### config.mk
export PLATFORM = sky130hd
export DESIGN_NAME = splicer
export DESIGN_NICKNAME = d
export VERILOG_FILES = /design/src/common/splicer_pkg.sv /design/src/splicer.sv /design/src/frame_buffer/frame_reader.sv /design/src/frame_buffer/frame_writer.sv /design/src/frame_buffer/frame_ram.sv /design/src/stream_fifo.sv
export VERILOG_INCLUDE_DIRS = /design/src /design/src/common
export SDC_FILE = /design/constraint.sdc
export NUM_CORES = 2
export LEC_CHECK = 0
export BUFFER_PORTS_ARGS = -buffer_cell sky130_fd_sc_hd__buf_2
export CAP_MARGIN = 20
export CORE_MARGIN = 5
export CORE_UTILIZATION = 30
export DETAILED_ROUTE_END_ITERATION = 10
export GPL_TIMING_DRIVEN = 1
export RECOVER_POWER = 25
export REMOVE_ABC_BUFFERS = 1
export SLEW_MARGIN = 25
export SYNTH_ARGS = -nofsm -noshare
export SYNTH_HDL_FRONTEND = slang
export SYNTH_HIERARCHICAL = 1
export SYNTH_SLANG_ARGS = --single-unit
### constraint.sdc
create_clock -name aclk -period 5.74 [get_ports aclk]
set_input_delay 0.287 -clock aclk [delete_from_list [all_inputs] [get_ports aclk]]
set_output_delay 0.287 -clock aclk [all_outputs]
set_load 0.05 [all_outputs]
### src/common/splicer_defines.svh
`ifndef SPLICER_DEFINES_SVH
`define SPLICER_DEFINES_SVH

//////////////////////////////////////////////////////////////////////
// pixel format
//////////////////////////////////////////////////////////////////////

`define SPLICER_PIXEL_W 48

//////////////////////////////////////////////////////////////////////
// frame geometry
//////////////////////////////////////////////////////////////////////

`define SPLICER_FRAME_WIDTH 8
`define SPLICER_FRAME_HEIGHT 4
`define SPLICER_FRAME_SIZE (`SPLICER_FRAME_WIDTH * `SPLICER_FRAME_HEIGHT)

// output beats buffered ahead of the master port
`define SPLICER_FIFO_DEPTH 4

`endif
### src/common/splicer_pkg.sv
`include "splicer_defines.svh"

package splicer_pkg;

  localparam int PIXEL_W    = `SPLICER_PIXEL_W;
  localparam int PIX_ADDR_W = (`SPLICER_FRAME_SIZE > 1) ? $clog2(`SPLICER_FRAME_SIZE) : 1;
  localparam int COL_W      = (`SPLICER_FRAME_WIDTH > 1) ? $clog2(`SPLICER_FRAME_WIDTH) : 1;
  localparam int LINE_W     = (`SPLICER_FRAME_HEIGHT > 1) ? $clog2(`SPLICER_FRAME_HEIGHT) : 1;
  // holds 0 up to a full fifo
  localparam int FIFO_CNT_W = $clog2(`SPLICER_FIFO_DEPTH + 1);

  typedef logic [PIXEL_W-1:0]    pixel_t;
  typedef logic [PIX_ADDR_W-1:0] pix_addr_t;
  typedef logic [COL_W-1:0]      col_t;
  typedef logic [LINE_W-1:0]     line_t;
  typedef logic [FIFO_CNT_W-1:0] fifo_cnt_t;

  // one beat on the master side
  typedef struct packed {
    pixel_t data;
    logic   sof;
    logic   eol;
  } out_beat_t;

  // writer: wait for sof, fill memory, hold until read out
  typedef enum logic [1:0] {
    SEEK,
    FILL,
    HOLD
  } wr_state_t;

  typedef enum logic {
    IDLE,
    PLAY
  } rd_state_t;

endpackage

### src/splicer.sv
`timescale 1ns/1ps

module splicer
  import splicer_pkg::*;
(
  input  logic   aclk,
  input  logic   aresetn,
  // input stream, tuser marks sof
  input  pixel_t s_axis_tdata,
  input  logic   s_axis_tvalid,
  input  logic   s_axis_tuser,
  input  logic   s_axis_tlast,
  output logic   s_axis_tready,
  // output stream, tuser on first pixel, tlast per line
  output pixel_t m_axis_tdata,
  output logic   m_axis_tvalid,
  output logic   m_axis_tuser,
  output logic   m_axis_tlast,
  input  logic   m_axis_tready
);

  logic      wr_en;
  pix_addr_t wr_addr;
  pixel_t    wr_data;
  logic      rd_en;
  pix_addr_t rd_addr;
  pixel_t    rd_data;
  logic      frame_full;
  logic      frame_release;
  fifo_cnt_t fifo_count;
  logic      push;
  out_beat_t push_beat;
  out_beat_t head;
  logic      head_valid;

  // s_axis_tlast has no role, line ends are rebuilt from the geometry

  frame_writer u_frame_writer (
    .aclk          (aclk),
    .aresetn       (aresetn),
    .s_axis_tdata  (s_axis_tdata),
    .s_axis_tvalid (s_axis_tvalid),
    .s_axis_tuser  (s_axis_tuser),
    .s_axis_tready (s_axis_tready),
    .frame_release (frame_release),
    .frame_full    (frame_full),
    .wr_en         (wr_en),
    .wr_addr       (wr_addr),
    .wr_data       (wr_data)
  );

  frame_ram u_frame_ram (
    .aclk    (aclk),
    .wr_en   (wr_en),
    .wr_addr (wr_addr),
    .wr_data (wr_data),
    .rd_en   (rd_en),
    .rd_addr (rd_addr),
    .rd_data (rd_data)
  );

  frame_reader u_frame_reader (
    .aclk          (aclk),
    .aresetn       (aresetn),
    .frame_full    (frame_full),
    .frame_release (frame_release),
    .rd_en         (rd_en),
    .rd_addr       (rd_addr),
    .rd_data       (rd_data),
    .fifo_count    (fifo_count),
    .push          (push),
    .push_beat     (push_beat)
  );

  stream_fifo u_stream_fifo (
    .aclk       (aclk),
    .aresetn    (aresetn),
    .push       (push),
    .push_beat  (push_beat),
    .pop_ready  (m_axis_tready),
    .head       (head),
    .head_valid (head_valid),
    .count      (fifo_count)
  );

  // fifo head drives the master port directly
  assign m_axis_tdata  = head.data;
  assign m_axis_tuser  = head.sof;
  assign m_axis_tlast  = head.eol;
  assign m_axis_tvalid = head_valid;

endmodule

### src/frame_buffer/frame_reader.sv
`timescale 1ns/1ps
`include "splicer_defines.svh"

module frame_reader
  import splicer_pkg::*;
(
  input  logic      aclk,
  input  logic      aresetn,
  // hand-off with the writer
  input  logic      frame_full,
  output logic      frame_release,
  // memory read port
  output logic      rd_en,
  output pix_addr_t rd_addr,
  input  pixel_t    rd_data,
  // output fifo
  input  fifo_cnt_t fifo_count,
  output logic      push,
  output out_beat_t push_beat
);

  localparam col_t  LAST_COL  = col_t'(`SPLICER_FRAME_WIDTH - 1);
  localparam line_t LAST_LINE = line_t'(`SPLICER_FRAME_HEIGHT - 1);

  rd_state_t state;
  col_t      col_cnt;
  line_t     line_cnt;
  logic      rd_en_q;
  logic      sof_q;
  logic      eol_q;
  logic      credit_ok;
  logic      eol_tag;
  logic      last_rd;

  //////////////////////////////////////////////////////////////////////
  // read issue
  //////////////////////////////////////////////////////////////////////

  // the beat pushed this cycle is not yet counted by the fifo
  assign credit_ok = (int'(fifo_count) + int'(rd_en_q)) < `SPLICER_FIFO_DEPTH;
  assign rd_en     = (state == PLAY) && credit_ok;

  assign eol_tag       = (col_cnt == LAST_COL);
  assign last_rd       = eol_tag && (line_cnt == LAST_LINE);
  assign frame_release = rd_en && last_rd;

  always_ff @(posedge aclk) begin
    if (!aresetn) begin
      state    <= IDLE;
      rd_addr  <= '0;
      col_cnt  <= '0;
      line_cnt <= '0;
      rd_en_q  <= 1'b0;
    end else begin
      rd_en_q <= rd_en;
      unique case (state)
        IDLE: begin
          if (frame_full) begin
            state <= PLAY;
          end
        end
        PLAY: begin
          if (frame_release) begin
            state <= IDLE;
          end
        end
        default: begin
          state <= IDLE;
        end
      endcase
      if (rd_en) begin
        if (last_rd) begin
          rd_addr  <= '0;
          col_cnt  <= '0;
          line_cnt <= '0;
        end else begin
          rd_addr <= rd_addr + 1'b1;
          if (eol_tag) begin
            col_cnt  <= '0;
            line_cnt <= line_cnt + 1'b1;
          end else begin
            col_cnt <= col_cnt + 1'b1;
          end
        end
      end
    end
  end

  //////////////////////////////////////////////////////////////////////
  // sideband, delayed to meet rd_data
  //////////////////////////////////////////////////////////////////////

  always_ff @(posedge aclk) begin
    if (rd_en) begin
      sof_q <= (rd_addr == '0);
      eol_q <= eol_tag;
    end
  end

  assign push      = rd_en_q;
  assign push_beat = '{data: rd_data, sof: sof_q, eol: eol_q};

  a_push_has_room: assert property (@(posedge aclk) disable iff (!aresetn)
    push |-> (fifo_count < `SPLICER_FIFO_DEPTH))
    else $error("frame_reader: push into full fifo");

  // playback only from a frame the writer is holding
  a_read_held_frame: assert property (@(posedge aclk) disable iff (!aresetn)
    rd_en |-> frame_full)
    else $error("frame_reader: read without a held frame");

endmodule

### src/frame_buffer/frame_writer.sv
`timescale 1ns/1ps
`include "splicer_defines.svh"

module frame_writer
  import splicer_pkg::*;
(
  input  logic      aclk,
  input  logic      aresetn,
  // input stream
  input  pixel_t    s_axis_tdata,
  input  logic      s_axis_tvalid,
  input  logic      s_axis_tuser,
  output logic      s_axis_tready,
  // hand-off with the reader
  input  logic      frame_release,
  output logic      frame_full,
  // memory write port
  output logic      wr_en,
  output pix_addr_t wr_addr,
  output pixel_t    wr_data
);

  localparam pix_addr_t LAST_ADDR = pix_addr_t'(`SPLICER_FRAME_SIZE - 1);

  wr_state_t state;
  pix_addr_t fill_addr;
  logic      accept;
  logic      last_wr;

  //////////////////////////////////////////////////////////////////////
  // stream side
  //////////////////////////////////////////////////////////////////////

  // stall the source while a finished frame waits for playback
  assign s_axis_tready = (state != HOLD);
  assign accept        = s_axis_tvalid && s_axis_tready;

  // sof beats always land while other beats wait for alignment
  assign wr_en   = accept && (s_axis_tuser || state == FILL);
  assign wr_addr = s_axis_tuser ? '0 : fill_addr;
  assign wr_data = s_axis_tdata;
  assign last_wr = wr_en && (wr_addr == LAST_ADDR);

  assign frame_full = (state == HOLD);

  //////////////////////////////////////////////////////////////////////
  // fill FSM
  //////////////////////////////////////////////////////////////////////

  always_ff @(posedge aclk) begin
    if (!aresetn) begin
      state     <= SEEK;
      fill_addr <= '0;
    end else begin
      if (wr_en) begin
        fill_addr <= last_wr ? '0 : wr_addr + 1'b1;
      end
      unique case (state)
        SEEK, FILL: begin
          if (last_wr) begin
            state <= HOLD;
          end else if (wr_en) begin
            state <= FILL;
          end
        end
        HOLD: begin
          // frame_full drops the cycle after release
          if (frame_release) begin
            state <= SEEK;
          end
        end
        default: begin
          state <= SEEK;
        end
      endcase
    end
  end

  // the reader only lets go of a frame that is held
  a_release_when_full: assert property (@(posedge aclk) disable iff (!aresetn)
    frame_release |-> frame_full)
    else $error("frame_writer: release without a held frame");

endmodule

### src/frame_buffer/frame_ram.sv
`timescale 1ns/1ps
`include "splicer_defines.svh"

module frame_ram
  import splicer_pkg::*;
(
  input  logic      aclk,
  // write side, from the frame writer
  input  logic      wr_en,
  input  pix_addr_t wr_addr,
  input  pixel_t    wr_data,
  // read side, from the frame reader
  input  logic      rd_en,
  input  pix_addr_t rd_addr,
  output pixel_t    rd_data
);

  // one full frame, one pixel per word
  pixel_t mem [`SPLICER_FRAME_SIZE];

  always_ff @(posedge aclk) begin
    if (wr_en) begin
      mem[wr_addr] <= wr_data;
    end
  end

  // registered read, data valid the cycle after rd_en
  always_ff @(posedge aclk) begin
    if (rd_en) begin
      rd_data <= mem[rd_addr];
    end
  end

  // reads and writes never share a frame in time, the writer holds meanwhile

endmodule

### src/stream_fifo.sv
`timescale 1ns/1ps
`include "splicer_defines.svh"

module stream_fifo
  import splicer_pkg::*;
#(
  parameter int DEPTH = `SPLICER_FIFO_DEPTH
) (
  input  logic      aclk,
  input  logic      aresetn,
  input  logic      push,
  input  out_beat_t push_beat,
  input  logic      pop_ready,
  output out_beat_t head,
  output logic      head_valid,
  output fifo_cnt_t count
);

  localparam int PTR_W = (DEPTH > 1) ? $clog2(DEPTH) : 1;

  typedef logic [PTR_W-1:0] ptr_t;

  out_beat_t mem [DEPTH];
  ptr_t      wr_ptr;
  ptr_t      rd_ptr;
  logic      pop;
  logic      full;

  // depth need not be a power of two
  function automatic ptr_t ptr_next(ptr_t p);
    return (p == ptr_t'(DEPTH - 1)) ? '0 : p + 1'b1;
  endfunction

  assign head       = mem[rd_ptr];
  assign head_valid = (count != '0);
  assign full       = (count == fifo_cnt_t'(DEPTH));
  assign pop        = head_valid && pop_ready;

  always_ff @(posedge aclk) begin
    if (push) begin
      mem[wr_ptr] <= push_beat;
    end
  end

  always_ff @(posedge aclk) begin
    if (!aresetn) begin
      wr_ptr <= '0;
      rd_ptr <= '0;
      count  <= '0;
    end else begin
      if (push) begin
        wr_ptr <= ptr_next(wr_ptr);
      end
      if (pop) begin
        rd_ptr <= ptr_next(rd_ptr);
      end
      unique case ({push, pop})
        2'b10:   count <= count + 1'b1;
        2'b01:   count <= count - 1'b1;
        default: count <= count;
      endcase
    end
  end

  // the reader's credit check must keep us from ever seeing this
  a_no_push_full: assert property (@(posedge aclk) disable iff (!aresetn)
    full |-> !push)
    else $error("stream_fifo: push while full");

endmodule

==> impl_results.md <==
* #FFs+latches synth at 1814
* Htree depth at 4
* Final Skew at 33.1 ps
* Total track usage at 0.137
* Most common cell in the netlist: edfxtp_1
* CP Data Arrival Time at 4140 ps
* Reg area at roughly 54000 µm²
* RePlAce Congestion at 0.734
* CTS Buf Count at 184
* Run status: completed
* Max frequency at 271 MHz
* Fill count at around 22000
* Yosys warns at 6
* DR pass1 iterations at 5
* Worst path top cell family by delay: simple AND/OR/NAND/NOR gates
* Syn Std Cell Area at approximately 71000 µm²
* Placed insts at around 6900
* CP Cell Sequence: dlygate4sd3_1, buf_2, and2b_4, o21ai_4, nand3_1, nor2_4, buf_12
* DRC viols at 0
* Crit start category: input pin
* Area of the multi-input gates at roughly 15000 µm²
* Die area at around 250000 µm²
* Core footprint at 235000 µm²
* Syn Inst Count at 3896
* Gates resized, CTS repair at 0
* Dominant synthesized flop cell: edfxtp_1
* Critical-path maximum fanout at 28
* Seq/Total Area, Yosys at 0.765
* PD cells at 325 nW/µm²
* Number of antenna violations at the first check in global routing at 13
* CTS tree: done
* Share of cells above drive strength 1 at 0.129
* Chip height at ~500 µm
* Crit end category: flop
* Vias per inst at 4.85
* Dpl hpwl at 93000 µm
* Cell taking the most area after synthesis: edfxtp_1
* Design area at 81100 µm²
* RSZ-0062 raised after global routing: no
* Critical path's slowest cell: nor2_4
* Worst Path Buf+Inv at 3
* Placed inst area at 74800 µm²
* First-pass GRT wire length at 249000 µm
* Input/output buffers at 104
* # IOs at 106
* Synth top area cells: edfxtp_1 76%, mux2i_1 11%, mux4_2 1.6%
* Post-route ant nets at 0
* Yosys top cell area share at 0.757
* Dpl ws at approximately 1900 ps
* Worst VDD drop at ~0.00024 V
* Overall power at 26.3 mW
* Post-synthesis cell type count at 62
* Final setup vio count at 0
* R2R Setup Slk at 2190 ps
* Worst hold path type: in2reg
* R2R depth at 5
* Mean Syn Cell Area at 18.2 µm²
* Post-Layout Cell Count at 7335
* Reg2reg end: u_frame_ram/mem[23][45]$_DFFE_PP_
* Final net count at 4094
* Drt wl/cell at 23.6 µm
* Final Hold Vio Count at 0
* Worst min-delay path startpoint: s_axis_tvalid
* Max-Cap Viols at 0
* Clk slew on worst S/H paths at 60 ps
* Num rows at 178
* Largest stage delay, worst path at roughly 1100 ps
* Max Slew Vio Count at 0
* Post-route setup slack at 2050 ps
* Worst-Margin Slew at 1370 ps
* Crit path from: s_axis_tuser
* Largest net degree at the start of global routing at 84
* EDFF count, synth at between 1500 and 2000
* Fin crit share at 0.642
* Levels on crit path at 7
* Hold path depth at 5
* Leakage dissipation at 23.8 nW
* Async SR Flop Fraction at 0
* Worst-Skew Late Latency at slightly above 800 ps
* Synth top cells by count: 1786 x edfxtp_1, 772 x mux2i_1, 157 x nand2_1
* Minimum clock period after layout at 3690 ps
* WHS Endpoint: u_frame_writer/fill_addr[3]$_SDFFE_PN0P_
* Max-slew headroom at 0.0869
* GR Overflow Total at 0
* Starting Density at 0.301
* Drt initial violations at 3201
* Area Growth Syn to Fin at 14.5%
* Die W at 496 µm
* CTS Sinks at 1814
* Routed wire length at 173000 µm
* Clk buf depth at 3
* R2R Path Start: u_frame_writer/state[1]$_SDFFE_PN0P_
* Crit Path Class: in2reg
* Final core occ at 0.345
* Number of global-route vias before repair at 35394
* CTS Root Cell: clkbuf_16
* Vias at around 36000
* CP Data Required Time at 6190 ps
what timing repair did:
item / CTS / global route
endpoints found under the setup margin: 0 / 0
hold buffers: 52 / 0
buffers inserted: 0 / 0
hold endpoints to repair: 1537 / 0
metrics by stage:
step,hold WS [ps],TNS (ps)
after CTS,59.5,0
after global placement,451,0
final,111,0
after detailed placement,459,0
after global routing,98.9,0
after floorplan,386,-1137070
layout make-up:
cell class	instances	share of cell area
sequential	1814	0.669
multi-input combinational	1763	0.182
clock buffer	214	0.0590
tap	3150	0.0486
timing repair buffer	251	0.0294
clock inverter	125	0.0119
inverter	12	0.000556
antenna	6	0.000185
sequential cells by signal, indices dropped and copies added (netlist names), named ones only:
register / cells
u_frame_reader/col_cnt: 3
u_frame_writer/state: 2
u_frame_reader/eol_q: 1
u_frame_reader/state: 1
u_frame_ram/rd_data: 48
u_frame_reader/sof_q: 1
u_stream_fifo/count: 3
u_stream_fifo/wr_ptr: 2
u_frame_ram/mem: 1536
u_frame_reader/rd_addr: 5
u_frame_reader/push: 1
u_stream_fifo/mem: 200
u_stream_fifo/rd_ptr: 2
u_frame_reader/line_cnt: 2
u_frame_writer/fill_addr: 5
worst max path at each step:
| stage | slack [ps] | endpoint |
|---|---|---|
| finish | 2050 | u_frame_ram/mem[23][45]$_DFFE_PP_ |
| global route | 1990 | u_frame_ram/mem[27][30]$_DFFE_PP_ |
| CTS | 2110 | u_frame_ram/mem[26][30]$_DFFE_PP_ |
| detailed placement | 1910 | u_frame_ram/mem[26][47]$_DFFE_PP_ |
| global placement | 1970 | u_frame_ram/mem[20][30]$_DFFE_PP_ |
| floorplan | -22030 | u_frame_reader/rd_addr[4]$_SDFFE_PN0P_ |
logic make-up after synthesis:
logic type      count (synthesis)  synth area share
xor+xnor                        2          0.000247
compound gates                469            0.0454
simple gates                  456            0.0303
fa+ha+maj                      14           0.00258
flops                        1814             0.765
mux                           822             0.125
buf+inv                       319            0.0312
layout by cell type, fill, tap and decap left out, types with 52 or more instances in the layout:
| cell type | count |
|---|---|
| a21oi_1 | 151 |
| edfxtp_1 | 1786 |
| clkinv_1 | 55 |
| buf_2 | 77 |
| a22oi_1 | 144 |
| clkbuf_1 | 54 |
| nand3_1 | 156 |
| nand2_1 | 156 |
| mux2i_1 | 772 |
| dlygate4sd3_1 | 52 |
| a22o_1 | 96 |
| clkbuf_16 | 187 |
power by group:
group          internal, mW  total, mW  leakage, nW  switching [mW]
registers              14.6       14.6         16.3         0.00900
clock network          6.42       11.4         2.83            4.98
logic                0.0903      0.359         4.67           0.269
total                  21.1       26.3         23.8            5.26
worst min-delay path: cells and delay by family:
| family | cells | cell delay, ps |
|---|---|---|
| AO/OA/AOI/OAI | 2 | 190 |
| AND/OR/NAND/NOR | 2 | 220 |
| buffers and inverters | 1 | 170 |
routing by layer:
metal / up-vias / GRT usage / share of wire
li1: 15685 / - / -
met2: 1115 / 0.218 / 0.47
met4: 6 / 0.0421 / 0.028
met5: - / 0 / 0.00024
met3: 275 / 0.0273 / 0.064
met1: 18527 / 0.192 / 0.44
(Power assumes the default switching activity.)
